**src/mem_types_pkg.sv**
```systemverilog
`default_nettype none

package mem_types_pkg;

    localparam int ADDR_W    = 64;
    localparam int DWORD_W   = 64;
    localparam int CONSOLE_W = 8;

    typedef logic [ADDR_W-1:0]    addr_t;
    typedef logic [DWORD_W-1:0]   dword_t;
    typedef logic [CONSOLE_W-1:0] console_byte_t;

    // same 0/1/2 control code the data cache decodes
    typedef enum logic [1:0] {
        MEM_NONE  = 2'd0,
        MEM_LOAD  = 2'd1,
        MEM_STORE = 2'd2
    } mem_op_t;

    // one request on the shared data port
    typedef struct packed {
        mem_op_t op;
        addr_t   addr;
        dword_t  wdata;
    } dport_req_t;

    typedef struct packed {
        logic   valid;
        dword_t data;
    } walk_resp_t;

endpackage

`default_nettype wire
```
**src/mem_map_pkg.sv**
```systemverilog
`default_nettype none

package mem_map_pkg;

    // width of the walk wait counters
    typedef logic [2:0] walk_cnt_t;

    // byte stores here go to the console, not the cache
    localparam mem_types_pkg::addr_t CONSOLE_ADDR = 64'h0000_0000_e000_1030;

    // ready cycles before a walk read is taken from the cache
    localparam walk_cnt_t ITLB_WALK_WAIT = 3'd5;
    localparam walk_cnt_t DTLB_WALK_WAIT = 3'd4;

endpackage

`default_nettype wire

```
**src/dmem_port.sv**
```systemverilog
`timescale 1ns/1ps
`default_nettype none

module dmem_port (
    input  wire                             CLK,
    input  wire                             RSTN,
    input  wire mem_types_pkg::dport_req_t  proc_req,
    output logic                            proc_ready,
    input  wire                             itlb_walk_req,
    input  wire mem_types_pkg::addr_t       itlb_walk_addr,
    output mem_types_pkg::walk_resp_t       itlb_walk_resp,
    input  wire                             dtlb_walk_req,
    input  wire mem_types_pkg::addr_t       dtlb_walk_addr,
    output mem_types_pkg::walk_resp_t       dtlb_walk_resp,
    output mem_types_pkg::dport_req_t       cache_req,
    input  wire                             cache_ready,
    input  wire mem_types_pkg::dword_t      cache_rdata,
    output logic                            console_valid,
    output mem_types_pkg::console_byte_t    console_byte
);

    import mem_types_pkg::*;
    import mem_map_pkg::*;

    // walk loads headed for the port mux
    logic  itlb_issue;
    addr_t itlb_addr;
    logic  dtlb_issue;
    addr_t dtlb_addr;

    walk_read_seq #(
        .WALK_WAIT     (ITLB_WALK_WAIT)
    ) itlb_walk_i (
        .CLK           (CLK),
        .RSTN          (RSTN),
        .walk_req      (itlb_walk_req),
        .walk_req_addr (itlb_walk_addr),
        .cache_ready   (cache_ready),
        .cache_rdata   (cache_rdata),
        .walk_issue    (itlb_issue),
        .walk_addr     (itlb_addr),
        .walk_resp     (itlb_walk_resp)
    );

    walk_read_seq #(
        .WALK_WAIT     (DTLB_WALK_WAIT)
    ) dtlb_walk_i (
        .CLK           (CLK),
        .RSTN          (RSTN),
        .walk_req      (dtlb_walk_req),
        .walk_req_addr (dtlb_walk_addr),
        .cache_ready   (cache_ready),
        .cache_rdata   (cache_rdata),
        .walk_issue    (dtlb_issue),
        .walk_addr     (dtlb_addr),
        .walk_resp     (dtlb_walk_resp)
    );

    data_port_arbiter arbiter_i (
        .CLK           (CLK),
        .RSTN          (RSTN),
        .proc_req      (proc_req),
        .proc_ready    (proc_ready),
        .itlb_issue    (itlb_issue),
        .itlb_addr     (itlb_addr),
        .dtlb_issue    (dtlb_issue),
        .dtlb_addr     (dtlb_addr),
        .cache_ready   (cache_ready),
        .cache_req     (cache_req),
        .console_valid (console_valid),
        .console_byte  (console_byte)
    );

endmodule

`default_nettype wire

```
**src/data_port_arbiter.sv**
```systemverilog
`timescale 1ns/1ps
`default_nettype none

module data_port_arbiter (
    input  wire                             CLK,
    input  wire                             RSTN,
    input  wire mem_types_pkg::dport_req_t  proc_req,
    output logic                            proc_ready,
    input  wire                             itlb_issue,
    input  wire mem_types_pkg::addr_t       itlb_addr,
    input  wire                             dtlb_issue,
    input  wire mem_types_pkg::addr_t       dtlb_addr,
    input  wire                             cache_ready,
    output mem_types_pkg::dport_req_t       cache_req,
    output logic                            console_valid,
    output mem_types_pkg::console_byte_t    console_byte
);

    import mem_types_pkg::*;
    import mem_map_pkg::*;

    logic       walk_busy;
    logic       console_hit;
    logic       console_fire;
    dport_req_t proc_fwd;

    assign walk_busy   = dtlb_issue | itlb_issue;
    assign console_hit = (proc_req.addr == CONSOLE_ADDR);

    ////////////////////
    // processor side
    ////////////////////

    // console accesses never reach the cache
    always_comb begin
        proc_fwd = proc_req;
        if (console_hit) begin
            proc_fwd.op = MEM_NONE;
        end
    end

    // processor stalls while a walk load owns the port
    assign proc_ready = cache_ready & ~walk_busy;

    ////////////////////
    // port mux
    ////////////////////

    // dtlb first, then itlb, then the processor
    always_comb begin
        if (dtlb_issue) begin
            cache_req = '{op: MEM_LOAD, addr: dtlb_addr, wdata: '0};
        end else if (itlb_issue) begin
            cache_req = '{op: MEM_LOAD, addr: itlb_addr, wdata: '0};
        end else begin
            cache_req = proc_fwd;
        end
    end

    ////////////////////
    // console tap
    ////////////////////

    // only once the processor actually advances past the store
    assign console_fire = console_hit && (proc_req.op == MEM_STORE) && proc_ready;

    always_ff @(posedge CLK) begin
        if (!RSTN) begin
            console_valid <= 1'b0;
        end else begin
            console_valid <= console_fire;
        end
    end

    // low byte carries the character
    always_ff @(posedge CLK) begin
        if (console_fire) begin
            console_byte <= console_byte_t'(proc_req.wdata);
        end
    end

endmodule

`default_nettype wire

```
**src/walk_read_seq.sv**
```systemverilog
`timescale 1ns/1ps
`default_nettype none

module walk_read_seq #(
    parameter mem_map_pkg::walk_cnt_t WALK_WAIT = mem_map_pkg::DTLB_WALK_WAIT
) (
    input  wire                        CLK,
    input  wire                        RSTN,
    input  wire                        walk_req,
    input  wire mem_types_pkg::addr_t  walk_req_addr,
    input  wire                        cache_ready,
    input  wire mem_types_pkg::dword_t cache_rdata,
    output logic                       walk_issue,
    output mem_types_pkg::addr_t       walk_addr,
    output mem_types_pkg::walk_resp_t  walk_resp
);

    import mem_types_pkg::*;
    import mem_map_pkg::*;

    walk_cnt_t walk_cnt;
    logic      walk_done;
    logic      resp_valid;
    dword_t    resp_data;

    // last ready cycle of the wait, read data is on the cache port now
    assign walk_done = cache_ready && (walk_cnt == WALK_WAIT);

    ////////////////////
    // issue and wait counter
    ////////////////////

    always_ff @(posedge CLK) begin
        if (!RSTN) begin
            walk_issue <= 1'b0;
            walk_cnt   <= '0;
            resp_valid <= 1'b0;
        end else begin
            resp_valid <= 1'b0;
            if (walk_req) begin
                walk_issue <= 1'b1;
                walk_cnt   <= walk_cnt_t'(1);
            end else if (cache_ready) begin
                // the load is taken on this ready cycle
                walk_issue <= 1'b0;
                if (walk_done) begin
                    walk_cnt   <= '0;
                    resp_valid <= 1'b1;
                end else if (walk_cnt != '0) begin
                    walk_cnt <= walk_cnt + walk_cnt_t'(1);
                end
            end
        end
    end

    ////////////////////
    // address and read data
    ////////////////////

    always_ff @(posedge CLK) begin
        if (walk_req) begin
            walk_addr <= walk_req_addr;
        end
        if (walk_done) begin
            resp_data <= cache_rdata;
        end
    end

    assign walk_resp = '{valid: resp_valid, data: resp_data};

endmodule

`default_nettype wire

```
**config.mk**
```make
export PLATFORM = sky130hd
export DESIGN_NAME = dmem_port
export DESIGN_NICKNAME = d
export VERILOG_FILES = /design/src/mem_types_pkg.sv /design/src/mem_map_pkg.sv /design/src/dmem_port.sv /design/src/data_port_arbiter.sv /design/src/walk_read_seq.sv
export SDC_FILE = /design/constraint.sdc
export NUM_CORES = 1
export LEC_CHECK = 0
export ABC_AREA = 1
export BUFFER_PORTS_ARGS = -buffer_cell sky130_fd_sc_hd__buf_2
export CORE_AREA = 2 2 234 236
export CTS_CLUSTER_DIAMETER = 120
export DETAILED_ROUTE_END_ITERATION = 10
export DIE_AREA = 0 0 236 238
export GPL_TIMING_DRIVEN = 0
export PLACE_DENSITY_LB_ADDON = 0.2
export REMOVE_ABC_BUFFERS = 1
export SYNTH_ARGS = -nofsm -noshare
export SYNTH_HDL_FRONTEND = slang
export SYNTH_SLANG_ARGS = --single-unit
```
**constraint.sdc**
```tcl
create_clock -name CLK -period 4.96 [get_ports CLK]
set_input_delay 0.248 -clock CLK [delete_from_list [all_inputs] [get_ports CLK]]
set_output_delay 0.248 -clock CLK [all_outputs]
set_load 0.01 [all_outputs]
```
==> implementation parameters, run 1 <==
Parameter                              Value

Cells and area
  Layout cells sized above 1 ... 0.402
  Area growth from synthesis to final layout ... 66.4%
  Filler Cell Count ... about 5,500
  Number of nets in the layout ... roughly 2,000
  Most common cell after layout, fill and taps aside ... sky130_fd_sc_hd__buf_2
  Most frequent cells in the layout ... sky130_fd_sc_hd__buf_2 (594), sky130_fd_sc_hd__edfxtp_1 (264), sky130_fd_sc_hd__dlygate4sd3_1 (200), sky130_fd_sc_hd__nor2_1 (173), sky130_fd_sc_hd__nand2_1 (157)

Routing
  Ratio of routed vias to standard cells ... around 4
  Total via count after detailed routing ... 9,579
  Wire per inst ... about 19 um
  DRC ... 0
  Aggregate routed wire length ... roughly 45,000 um
  Number of search-and-repair iterations in the first detailed-routing pass ... 5
  Iteration-0 DRC Markers ... approximately 350
  DRT antenna net count ... 0

Synth
  Flip-flop and latch count after synthesis ... ~280
  Post-Syn Instances ... approximately 830
  Number of warnings reported in the yosys synthesis log ... 0
  Number of flops mapped to enable cells by yosys ... 264
  Cell area after synthesis ... 10,600 um^2
  Synth Area per Inst ... approximately 13 um^2
  Count of distinct cell types in the synthesized netlist ... 27
  Register area share after synthesis ... 0.771
  Async set-or-reset flop fraction in the synthesized netlist ... 0
  Flip-flop cell with the highest count after synthesis ... sky130_fd_sc_hd__edfxtp_1

Global route
  Pin count of the biggest net entering global routing ... 78
  Residual overflow from global routing ... 0
  First-pass GRT wire length ... between 60,000 and 70,000 um
  Via count of the first global-routing pass ... about 10,000
  Initial antenna violation count ... 19
  Global-route usage over all layers ... 0.156

Place
  Buffers on Ports ... between 500 and 600
  Global placement routability congestion ... ~0.88
  Detailed placer's ending HPWL ... 34,000 um
  Worst setup slack before clock tree synthesis ... between 2000 and 3000 ps

Floorplanning
  Effective utilization at floorplan ... 0.197
  Num rows ... 85
  Core Footprint ... roughly 53,000 um^2
  Die Y-Extent ... 238 um
  DIE AREA ... 56,200 um^2
  Die W ... approximately 240 um
  Number of primary I/O pins ... roughly 600

Worst setup path
  Reg2reg setup slack ... between 2000 and 3000 ps
  Number of cells on the worst reg-to-reg path ... 7
  Crit path DAT ... 2700 ps
  Element type at the critical path start ... flop
  Category of the most critical setup path ... reg -> out
  Critical R2R Launch ... dtlb_walk_i.walk_issue$_SDFFE_PN0P_
  Worst EP required ... approximately 4700 ps
  Sort of element at the end of the critical path ... primary output
  Critical R2R Capture ... arbiter_i.console_byte[4]$_DFFE_PP_
  Largest fanout of any net on the critical path ... 77

STA
  Unrepaired setup endpoints after global routing ... no
  Fmax ... about 340 MHz
  Number of slew-limit violations in the final report ... 0
  Setup WS post-layout ... 2010 ps
  Number of endpoints with negative hold slack in the final report ... 0
  Fin crit share ... 0.594
  Tightest hold margin ... 45.7 ps
  Final critical delay including setup and external delays ... between 2000 and 3000 ps
  Clk_skew ... 16.4 ps
  Final setup fails ... 0
  Worst Tran Pin Value ... between 500 and 600 ps
  Worst relative slew slack ... 0.611

Clock tree
  CTS tree ... done
  Clock tree sinks ... 275
  H-tree level count ... 2
  Max Root-Sink Buffers ... 3
  CTS root buffer ... sky130_fd_sc_hd__clkbuf_16
  Worst skew pair latency ... ~540 ps
  Gates resized, CTS repair ... 0
  CTS buffer count ... 34
  Clock slew seen by the registers of the worst setup and hold paths ... approximately 50 ps

Hold path
  Number of cells on the worst hold path ... 2
  WHS Endpoint ... dtlb_walk_i.walk_cnt[2]$_SDFFE_PP0P_
  Path class of the lowest-slack min-delay path ... in -> reg
  Hold path start ... cache_ready

Power
  Static Leakage ... approximately 7.6 nW
  Total power density per cell area ... 333 nW/um^2
  Total power of the final layout ... around 5.9 mW
  Peak supply drop ... 0.000266 V

Status
  Run status ... completed

Flow run
  MaxCap Viol Count ... 0
sequential cells by signal (all words and copies together), names as in the netlist:
signal and cells:
itlb_walk_i.walk_issue 1, itlb_walk_i.walk_addr 64, dtlb_walk_i.walk_cnt 3, dtlb_walk_i.resp_data 64, arbiter_i.console_valid 1, itlb_walk_i.resp_valid 1, arbiter_i.console_byte 8, dtlb_walk_i.resp_valid 1
itlb_walk_i.walk_cnt 3, dtlb_walk_i.walk_addr 64, itlb_walk_i.resp_data 64, dtlb_walk_i.walk_issue 1
layer usage:
layer  track usage  vias to the layer above  part of all wire
li1              -                     4505                 -
met1         0.161                     4496              0.36
met2         0.277                      490              0.50
met3        0.0578                       84             0.096
met4        0.0772                        4             0.042
met5             0                        -           0.00060
worst max path at each step:
stage	start	end	slack, ps
after global placement	dtlb_walk_i.walk_issue$_SDFFE_PN0P_	cache_req[82]	-3310
after CTS	itlb_walk_i.walk_issue$_SDFFE_PN0P_	cache_req[79]	1910
after global routing	itlb_walk_i.walk_issue$_SDFFE_PN0P_	cache_req[79]	1820
final	itlb_walk_i.walk_issue$_SDFFE_PN0P_	cache_req[79]	2010
after detailed placement	itlb_walk_i.walk_issue$_SDFFE_PN0P_	cache_req[79]	2500
after floorplan	dtlb_walk_i.walk_issue$_SDFFE_PN0P_	cache_req[100]	930
logic make-up (layout without fill, tap and decap cells):
family	Yosys count	count (layout)	synth area share
AO/OA/AOI/OAI	141	141	0.0679
XOR/XNOR	2	2	0.00166
adder cells (fa/ha/maj)	5	5	0.00592
buffers and inverters	67	887	0.0293
flip-flops	275	275	0.771
other	0	11	0
AND/OR/NAND/NOR	342	342	0.124
repair_timing:
item | 4_1_cts | 5_1_grt
hold buffers | 200 | 0
hold endpoints to repair | 264 | 0
setup buffers | 0 | 0
report_power, final:
| group | total, mW | internal, mW | switching, mW |
|---|---|---|---|
| combinational | 0.732 | 0.348 | 0.384 |
| sequential | 2.68 | 2.64 | 0.0339 |
| clock | 2.45 | 1.47 | 0.983 |
| total | 5.86 | 4.46 | 1.40 |
through the flow:
step	TNS, ps	util	instance area, um^2	instances
global placement	-334520	0.265	14200	2080
global route	0	0.329	17600	2359
finish	0	0.329	17600	2359
floorplan	0	-	10300	788
detailed placement	0	0.271	14500	2090
CTS	0	0.328	17600	2348
synthesized netlist by cell type, types with 2 or more instances:
master	n	area, um^2
sky130_fd_sc_hd__a21oi_1	134	671
sky130_fd_sc_hd__dfxtp_1	11	220
sky130_fd_sc_hd__inv_2	5	18.8
sky130_fd_sc_hd__nand2_1	157	589
sky130_fd_sc_hd__ha_1	5	62.6
sky130_fd_sc_hd__buf_4	2	15.0
sky130_fd_sc_hd__nand3_1	5	25.0
sky130_fd_sc_hd__inv_1	17	63.8
sky130_fd_sc_hd__o21ai_0	3	15.0
sky130_fd_sc_hd__edfxtp_1	264	7930
sky130_fd_sc_hd__buf_2	34	170
sky130_fd_sc_hd__clkbuf_1	7	26.3
sky130_fd_sc_hd__nor2_1	174	653
final cells by class:
class | count | area [um^2] | area share
Sequential cell | 275 | 8160 | 0.464
Timing Repair Buffer | 806 | 5240 | 0.298
Multi-Input combinational cell | 490 | 2110 | 0.120
Clock buffer | 41 | 877 | 0.0499
Tap cell | 696 | 871 | 0.0495
Clock inverter | 17 | 196 | 0.0112
Inverter | 23 | 93.8 | 0.00534
Antenna cell | 11 | 27.5 | 0.00157
critical path: stages (launching register included):
cell and delay, ps:
sky130_fd_sc_hd__dfxtp_4 440, sky130_fd_sc_hd__buf_16 230, sky130_fd_sc_hd__inv_4 460, sky130_fd_sc_hd__buf_16 340
sky130_fd_sc_hd__nand2_1 210, sky130_fd_sc_hd__a21oi_1 200, sky130_fd_sc_hd__buf_2 170
Note: power is estimated with default switching activity, not from simulation.
==> run 2, diff against run 1 <==
- ABC_AREA: 1 -> 0
- CORE_AREA: 2 2 234 236 -> 2 2 232 234
- DIE_AREA: 0 0 236 238 -> 0 0 234 236
- clock period: 4.96 -> 2.4 ns (I/O delays scaled with it)
==> run 2 against run 1 <==
Worst setup slack got worse by 1800 ps. Global-route usage down 1.8 points. Cell count decreased by 7.6%. Sequential cell count is the same. Utilization is 0.38 points higher. Count of clock-buffer cells in the layout is 4 lower. Largest cell class unchanged. Highest routed layer unchanged. Critical path depth fell by 2. Area after synthesis shrank 1.2%. Die area is 1.7% lower. Power is 110% higher.
==> implementation parameters, run 2 <==
Parameter                              Value

Synth
  Count of distinct cell types in the synthesized netlist ... 33
  Flip-flop cell with the highest count after synthesis ... sky130_fd_sc_hd__edfxtp_1
  Post-Syn Instances ... 640
  Most used standard cell by instance count after synthesis ... sky130_fd_sc_hd__edfxtp_1
  Synth Area per Inst ... 16.3 um^2
  Synth area leader ... sky130_fd_sc_hd__edfxtp_1
  Cell area after synthesis ... roughly 10,000 um^2
  Async set-or-reset flop fraction in the synthesized netlist ... 0
  Flip-flop and latch count after synthesis ... between 200 and 300
  Synth top area share ... 0.759
  Commonest cells in the netlist ... sky130_fd_sc_hd__edfxtp_1 (264), sky130_fd_sc_hd__o21ai_0 (69), sky130_fd_sc_hd__nand2_1 (66)
  Number of warnings reported in the yosys synthesis log ... 0
  Number of flops mapped to enable cells by yosys ... roughly 260
  Cell types occupying the most area after synthesis ... sky130_fd_sc_hd__edfxtp_1 (76%), sky130_fd_sc_hd__mux2i_1 (6.2%), sky130_fd_sc_hd__and2_1 (3.8%)
  Register area share after synthesis ... 0.780

Routing
  DRT antenna net count ... 0
  Ratio of routed vias to standard cells ... between 3 and 4
  Aggregate routed wire length ... 40,300 um
  Iteration-0 DRC Markers ... 340
  Wire per inst ... around 19 um
  Number of search-and-repair iterations in the first detailed-routing pass ... 5
  DRC ... 0
  Total via count after detailed routing ... around 8,600

Worst setup path
  Category of the most critical setup path ... reg -> out
  Crit path DAT ... between 2000 and 2500 ps
  Critical R2R Launch ... dtlb_walk_i.walk_issue$_SDFFE_PN0P_
  Largest fanout of any net on the critical path ... 70
  Element type at the critical path start ... flop
  Worst EP required ... 2280 ps
  Critical R2R Capture ... arbiter_i.console_byte[2]$_DFFE_PP_
  Number of cells on the worst reg-to-reg path ... 5
  Reg2reg setup slack ... about 200 ps
  Sort of element at the end of the critical path ... primary output

Clock tree
  Max Root-Sink Buffers ... 3
  Worst skew pair latency ... between 500 and 600 ps
  CTS root buffer ... sky130_fd_sc_hd__clkbuf_16
  Clock slew seen by the registers of the worst setup and hold paths ... 60 ps
  CTS buffer count ... 34
  H-tree level count ... 2
  CTS tree ... done
  Clock tree sinks ... about 280

Floorplanning
  Core Footprint ... about 53,000 um^2
  DIE AREA ... around 55,000 um^2
  Effective utilization at floorplan ... 0.197
  Number of primary I/O pins ... 597
  Num rows ... 85
  Die Y-Extent ... roughly 240 um
  Die W ... around 230 um

STA
  Final setup fails ... 0
  Clk_skew ... ~16 ps
  Fmax ... approximately 450 MHz
  Number of endpoints with negative hold slack in the final report ... 0
  Worst relative slew slack ... 0.585
  Unrepaired setup endpoints after global routing ... no
  Tightest hold margin ... around 87 ps
  Fin crit share ... 0.928
  Number of slew-limit violations in the final report ... 0
  Worst Tran Pin Value ... 616 ps
  Summed negative setup slack over all endpoints ... 0 ps
  Final critical delay including setup and external delays ... between 2000 and 2500 ps

Cells and area
  Number of nets in the layout ... 1,792
  Most frequent cells in the layout ... sky130_fd_sc_hd__buf_2 (594), sky130_fd_sc_hd__edfxtp_1 (264), sky130_fd_sc_hd__dlygate4sd3_1 (203), sky130_fd_sc_hd__o21ai_0 (68), sky130_fd_sc_hd__nand2_1 (66)
  Most common cell after layout, fill and taps aside ... sky130_fd_sc_hd__buf_2
  Layout cells sized above 1 ... 0.458
  Antenna fix cells ... 0
  Share of the core filled with cells in the final layout ... 0.332
  Area growth from synthesis to final layout ... 69.0%

Power
  Power spent charging and discharging nets ... 2.80 mW
  Proportion of power drawn by flip-flops and latches ... 0.453
  Fraction of power consumed by combinational cells ... 0.117
  Part of the total power dissipated in the clock network ... 0.430
  Peak supply drop ... between 0.0005 and 0.0006 V
  Static Leakage ... about 7.3 nW
  Sw Share ... 0.230
  Total power density per cell area ... 691 nW/um^2
  Int Pwr ... ~9.4 mW

Hold path
  Path class of the lowest-slack min-delay path ... in -> reg
  Number of cells on the worst hold path ... 1
  Hold path start ... dtlb_walk_req
  WHS Endpoint ... dtlb_walk_i.walk_addr[58]$_DFFE_PP_

Flow run
  MaxCap Viol Count ... 0

Global route
  Residual overflow from global routing ... 0
  First-pass GRT wire length ... 56,300 um
  Global-route usage over all layers ... 0.138
  Via count of the first global-routing pass ... between 8,000 and 9,000
  Initial antenna violation count ... 1
  Pin count of the biggest net entering global routing ... 70

Status
  Run status ... completed

Place
  Buffers on Ports ... around 600
  Detailed placer's ending HPWL ... 29,100 um
  Global placement routability congestion ... 0.757
==> run 2: cell types whose count changed after synthesis, moves of 10 or more <==
cell                      change
sky130_fd_sc_hd__o21ai_0     +66
sky130_fd_sc_hd__nand2_1     -91
sky130_fd_sc_hd__nor2_1     -165
sky130_fd_sc_hd__buf_2       -30
sky130_fd_sc_hd__and2_1      +64
sky130_fd_sc_hd__a21oi_1    -127
sky130_fd_sc_hd__inv_1       -10
sky130_fd_sc_hd__mux2i_1     +65
==> run 2: worst max-delay path by stage <==
stage                                   startpoint                                   to  cells after the start
2_1_floorplan  itlb_walk_i.walk_issue$_SDFFE_PN0P_  arbiter_i.console_byte[0]$_DFFE_PP_                      3
5_1_grt        dtlb_walk_i.walk_issue$_SDFFE_PN0P_                       cache_req[128]                      4
4_1_cts        dtlb_walk_i.walk_issue$_SDFFE_PN0P_                        cache_req[34]                      4
3_5_place_dp   itlb_walk_i.walk_issue$_SDFFE_PN0P_  arbiter_i.console_byte[0]$_DFFE_PP_                      4
6_report       dtlb_walk_i.walk_issue$_SDFFE_PN0P_                       cache_req[128]                      4
3_3_place_gp   itlb_walk_i.walk_issue$_SDFFE_PN0P_  arbiter_i.console_byte[1]$_DFFE_PP_                      3
==> run 2: cell type report <==
type | count | area [um^2]
clock buffers | 37 | 883
repair buffers | 811 | 5270
fillers | 5344 | 35400
well taps | 696 | 871
inverters | 8 | 30.0
multi-input cells | 330 | 2180
clock inverters | 22 | 256
flip-flops and latches | 275 | 8160
==> run 2: power by group through the flow <==
stage | Combinational [mW] | Clock [mW] | Sequential (mW)
floorplan | 0.384 | 0 | 5.65
global placement | 1.06 | 0 | 5.69
detailed placement | 1.10 | 0 | 5.65
CTS | 1.44 | 5.44 | 5.52
global route | 1.54 | 5.61 | 5.54
finish | 1.43 | 5.24 | 5.52
==> run 2: cells by family (layout without fill, tap and decap cells) <==
family	after synthesis	count (layout)	synth area share
flip-flops	275	275	0.780
AND/OR/NAND/NOR	178	182	0.0959
buffers and inverters	39	878	0.0174
AO/OA/AOI/OAI	78	78	0.0380
multiplexers	65	65	0.0623
adder cells (fa/ha/maj)	5	5	0.00599
==> run 2: per-stage QoR <==
stage / cell area (um^2) / std cells / power [mW] / setup WS, ps
global route: 17600 / 2179 / 12.7 / 15.9
global placement: 14100 / 1901 / 6.75 / -3250
floorplan: 10300 / 609 / 6.03 / -1200
CTS: 17600 / 2178 / 12.4 / 0.741
finish: 17600 / 2179 / 12.2 / 172
detailed placement: 14300 / 1907 / 6.75 / -864
==> run 2: timing repair <==
action | 4_1_cts | 5_1_grt
endpoints found under the hold margin | 280 | 0
setup buffers | 6 | 0
cloned | 3 | 1
hold buffers | 203 | 0
endpoints found under the setup margin | 86 | 50
pin swaps | 2 | 1
resized for setup | 4 | 2
==> run 2: per-layer routing <==
metal / GRT usage / part of all wire
met1: 0.172 / 0.42
met2: 0.223 / 0.46
met3: 0.0505 / 0.10
met4: 0.0382 / 0.020
met5: 0 / 0.00032
==> run 2: critical path, cell delays in order (launching register included) <==
cell and delay [ps]:
sky130_fd_sc_hd__dfxtp_4 470, sky130_fd_sc_hd__buf_16 260, sky130_fd_sc_hd__nor2_2 430, sky130_fd_sc_hd__o21ai_0 180, sky130_fd_sc_hd__buf_2 190
==> run 3, diff against run 2 <==
- CORE_AREA: 2 2 232 234 -> 2 2 233 235
- DIE_AREA: 0 0 234 236 -> 0 0 235 237
- SYNTH_HIERARCHICAL: not set -> 1
==> run 3 against run 2 <==
Cell count grew 0.41%. Sequential power about the same. Clock skew grew 4.5 ps.
==> implementation parameters, run 3 <==
Parameter                              Value

Cells and area
  Most common cell after layout, fill and taps aside ... sky130_fd_sc_hd__buf_2
  Number of nets in the layout ... roughly 1,800
  Total area of sequential cells ... around 8200 um^2
  Number of non-filler instances in the completed layout ... around 2,200
  Design Area, Final ... 17,800 um^2
  Area growth from synthesis to final layout ... 70.3%
  Filler Cell Count ... approximately 5,400
  Layout cells sized above 1 ... 0.461
  Most frequent cells in the layout ... sky130_fd_sc_hd__buf_2 (594), sky130_fd_sc_hd__edfxtp_1 (264), sky130_fd_sc_hd__dlygate4sd3_1 (202), sky130_fd_sc_hd__nand2_1 (66), sky130_fd_sc_hd__and2_1 (65)
  Total area of multi-input combinational cells ... approximately 2200 um^2

Synth
  Cell types occupying the most area after synthesis ... sky130_fd_sc_hd__edfxtp_1 (76%), sky130_fd_sc_hd__mux2i_1 (6.1%), sky130_fd_sc_hd__and2_1 (3.9%)
  Post-Syn Instances ... between 600 and 700
  Most used standard cell by instance count after synthesis ... sky130_fd_sc_hd__edfxtp_1
  Number of warnings reported in the yosys synthesis log ... 6
  Flip-flop cell with the highest count after synthesis ... sky130_fd_sc_hd__edfxtp_1
  Number of flops mapped to enable cells by yosys ... between 200 and 300
  Synth area leader ... sky130_fd_sc_hd__edfxtp_1
  Async set-or-reset flop fraction in the synthesized netlist ... 0
  Cell area after synthesis ... 10,500 um^2
  Count of distinct cell types in the synthesized netlist ... 37
  Flip-flop and latch count after synthesis ... ~280
  Commonest cells in the netlist ... sky130_fd_sc_hd__edfxtp_1 (264), sky130_fd_sc_hd__nand2_1 (66), sky130_fd_sc_hd__and2_1 (65)
  Synth top area share ... 0.758
  Register area share after synthesis ... 0.779
  Synth Area per Inst ... around 16 um^2

Global route
  Initial antenna violation count ... 3
  First-pass GRT wire length ... 60,100 um
  Residual overflow from global routing ... 0
  Global-route usage over all layers ... 0.146
  Via count of the first global-routing pass ... 9,200
  Pin count of the biggest net entering global routing ... 65

Worst setup path
  Sort of element at the end of the critical path ... primary output
  Cell repeated most along the worst path ... sky130_fd_sc_hd__buf_2
  Category of the most critical setup path ... in -> out
  Slowest stage cell on the critical path ... sky130_fd_sc_hd__nor4b_1
  Ordered list of cells on the worst path ... buf_2 -> nor4b_1 -> nand4_1 -> nor4_2 -> o21ai_1 -> buf_2
  CP Buf/Inv Count ... 2
  Kind of cell adding the most delay to the critical path ... simple AND/OR/NAND/NOR gates
  Element type at the critical path start ... input pin
  Worst EP required ... about 2300 ps
  Largest fanout of any net on the critical path ... 3
  Peak per-stage delay on the critical path ... 690 ps
  Crit path DAT ... between 2000 and 2500 ps

Power
  Peak supply drop ... roughly 0.00052 V
  Part of the total power dissipated in the clock network ... 0.442
  Static Leakage ... ~7.4 nW
  Fraction of power consumed by combinational cells ... 0.119
  Power spent charging and discharging nets ... a little under 3 mW
  Total power density per cell area ... roughly 700 nW/um^2
  Sw Share ... 0.231
  Proportion of power drawn by flip-flops and latches ... 0.439
  Total power of the final layout ... 12.5 mW
  Int Pwr ... around 9.7 mW

Clock tree
  Max Root-Sink Buffers ... 3
  CTS root buffer ... sky130_fd_sc_hd__clkbuf_16
  CTS buffer count ... 36
  Worst skew pair latency ... about 540 ps
  H-tree level count ... 2
  Clock tree sinks ... ~280
  CTS tree ... done
  Clock slew seen by the registers of the worst setup and hold paths ... around 50 ps

STA
  Worst relative slew slack ... 0.399
  Fin crit share ... 0.910
  Unrepaired setup endpoints after global routing ... no
  Setup WS post-layout ... roughly 220 ps
  Final critical delay including setup and external delays ... about 2200 ps
  Worst Tran Pin Value ... roughly 900 ps
  Final setup fails ... 0
  Clk_skew ... between 20 and 25 ps
  Fmax ... 458 MHz
  Tightest hold margin ... around 48 ps
  Number of slew-limit violations in the final report ... 0
  Number of endpoints with negative hold slack in the final report ... 0

Place
  Cell Count Post-Placement ... around 1,900
  Post-detailed-placement cell area ... between 10,000 and 15,000 um^2
  Global placement routability congestion ... about 0.86
  Detailed placer's ending HPWL ... approximately 30,000 um
  Buffers on Ports ... 596
  Worst setup slack before clock tree synthesis ... -1040 ps

Routing
  DRC ... 0
  Ratio of routed vias to standard cells ... roughly 4.0
  Aggregate routed wire length ... roughly 42,000 um
  Iteration-0 DRC Markers ... between 300 and 400
  Number of search-and-repair iterations in the first detailed-routing pass ... 4
  DRT antenna net count ... 0
  Wire per inst ... just under 20 um
  Total via count after detailed routing ... ~8,700

Floorplanning
  DIE AREA ... between 50,000 and 60,000 um^2
  Die Y-Extent ... 237 um
  Num rows ... between 80 and 90
  Die W ... about 240 um
  Effective utilization at floorplan ... 0.196
  Core Footprint ... between 50,000 and 60,000 um^2
  Number of primary I/O pins ... 597

Hold path
  Path class of the lowest-slack min-delay path ... in -> reg

Status
  Run status ... completed

Flow run
  MaxCap Viol Count ... 0
==> run 3: cell count changes in the layout (fill, tap and decap cells not counted), moves of 3 or more <==
cell                        change
sky130_fd_sc_hd__clkinv_2       -3
sky130_fd_sc_hd__o21ai_0       -59
sky130_fd_sc_hd__nor4_2         +4
sky130_fd_sc_hd__clkbuf_16      +3
sky130_fd_sc_hd__nor2_1         -4
sky130_fd_sc_hd__nor4_1         -4
sky130_fd_sc_hd__o21ai_1       +60
sky130_fd_sc_hd__clkbuf_1       +5
sky130_fd_sc_hd__nand3_1        +3
==> run 3: final cells by class <==
| type | count | share of cell area |
|---|---|---|
| multi-input cells | 327 | 0.122 |
| clock buffers | 45 | 0.0549 |
| inverters | 10 | 0.00239 |
| repair buffers | 813 | 0.300 |
| flip-flops and latches | 275 | 0.458 |
| clock inverters | 20 | 0.0133 |
| well taps | 696 | 0.0489 |
| diodes | 2 | 0.000281 |
==> run 3: cells by family after synthesis <==
family | after synthesis | share of synthesized area
AO/OA/AOI/OAI | 80 | 0.0395
adder cells (fa/ha/maj) | 5 | 0.00598
buffers and inverters | 40 | 0.0162
flip-flops | 275 | 0.779
multiplexers | 64 | 0.0613
AND/OR/NAND/NOR | 177 | 0.0977
==> run 3: power groups by stage <==
stage	logic, mW	registers (mW)	clock network, mW
finish	1.50	5.51	5.54
global route	1.62	5.53	5.90
CTS	1.52	5.51	5.74
detailed placement	1.14	5.65	0
global placement	1.09	5.70	0
floorplan	0.406	5.65	0
==> run 3: timing repair <==
item,in CTS,in global routing
setup endpoints to repair,86,2
hold buffers,202,0
buffers inserted,8,0
endpoints found under the hold margin,275,0
pin swaps,2,0
resized for setup,4,1
cloned,2,0
==> run 3: worst paths after layout <==
kind,start,end,slack (ps),depth (start not counted)
worst max-delay path,proc_req[98],cache_req[128],220,6
worst min-delay path,proc_req[128],arbiter_i/console_valid$_SDFF_PN0_,50,5
worst max register to register,dtlb_walk_i/walk_issue$_SDFFE_PN0P_,arbiter_i/console_byte[7]$_DFFE_PP_,220,7
worst min register to register,dtlb_walk_i/walk_cnt[1]$_SDFFE_PP0P_,dtlb_walk_i/walk_cnt[1]$_SDFFE_PP0P_,510,2
==> run 3: through the flow <==
| step | utilization | TNS (ps) |
|---|---|---|
| 3_5_place_dp | 0.270 | -9050 |
| 4_1_cts | 0.334 | 0 |
| 2_1_floorplan | - | -177430 |
| 6_report | 0.334 | 0 |
| 3_3_place_gp | 0.266 | -754610 |
| 5_1_grt | 0.334 | 0 |
==> run 3: tightest hold or removal path: stages <==
cell                      delay (ps)
sky130_fd_sc_hd__buf_2            70
sky130_fd_sc_hd__inv_1            40
sky130_fd_sc_hd__nand4_1         100
sky130_fd_sc_hd__or4_4           160
sky130_fd_sc_hd__nor3_2           40
==> run 3: layer usage <==
metal,up-vias,share of wire,global-route usage
met1,4140,0.39,0.170
met3,59,0.098,0.0583
met4,2,0.028,0.0499
li1,4060,-,-
met5,-,0.00031,0
met2,454,0.48,0.245
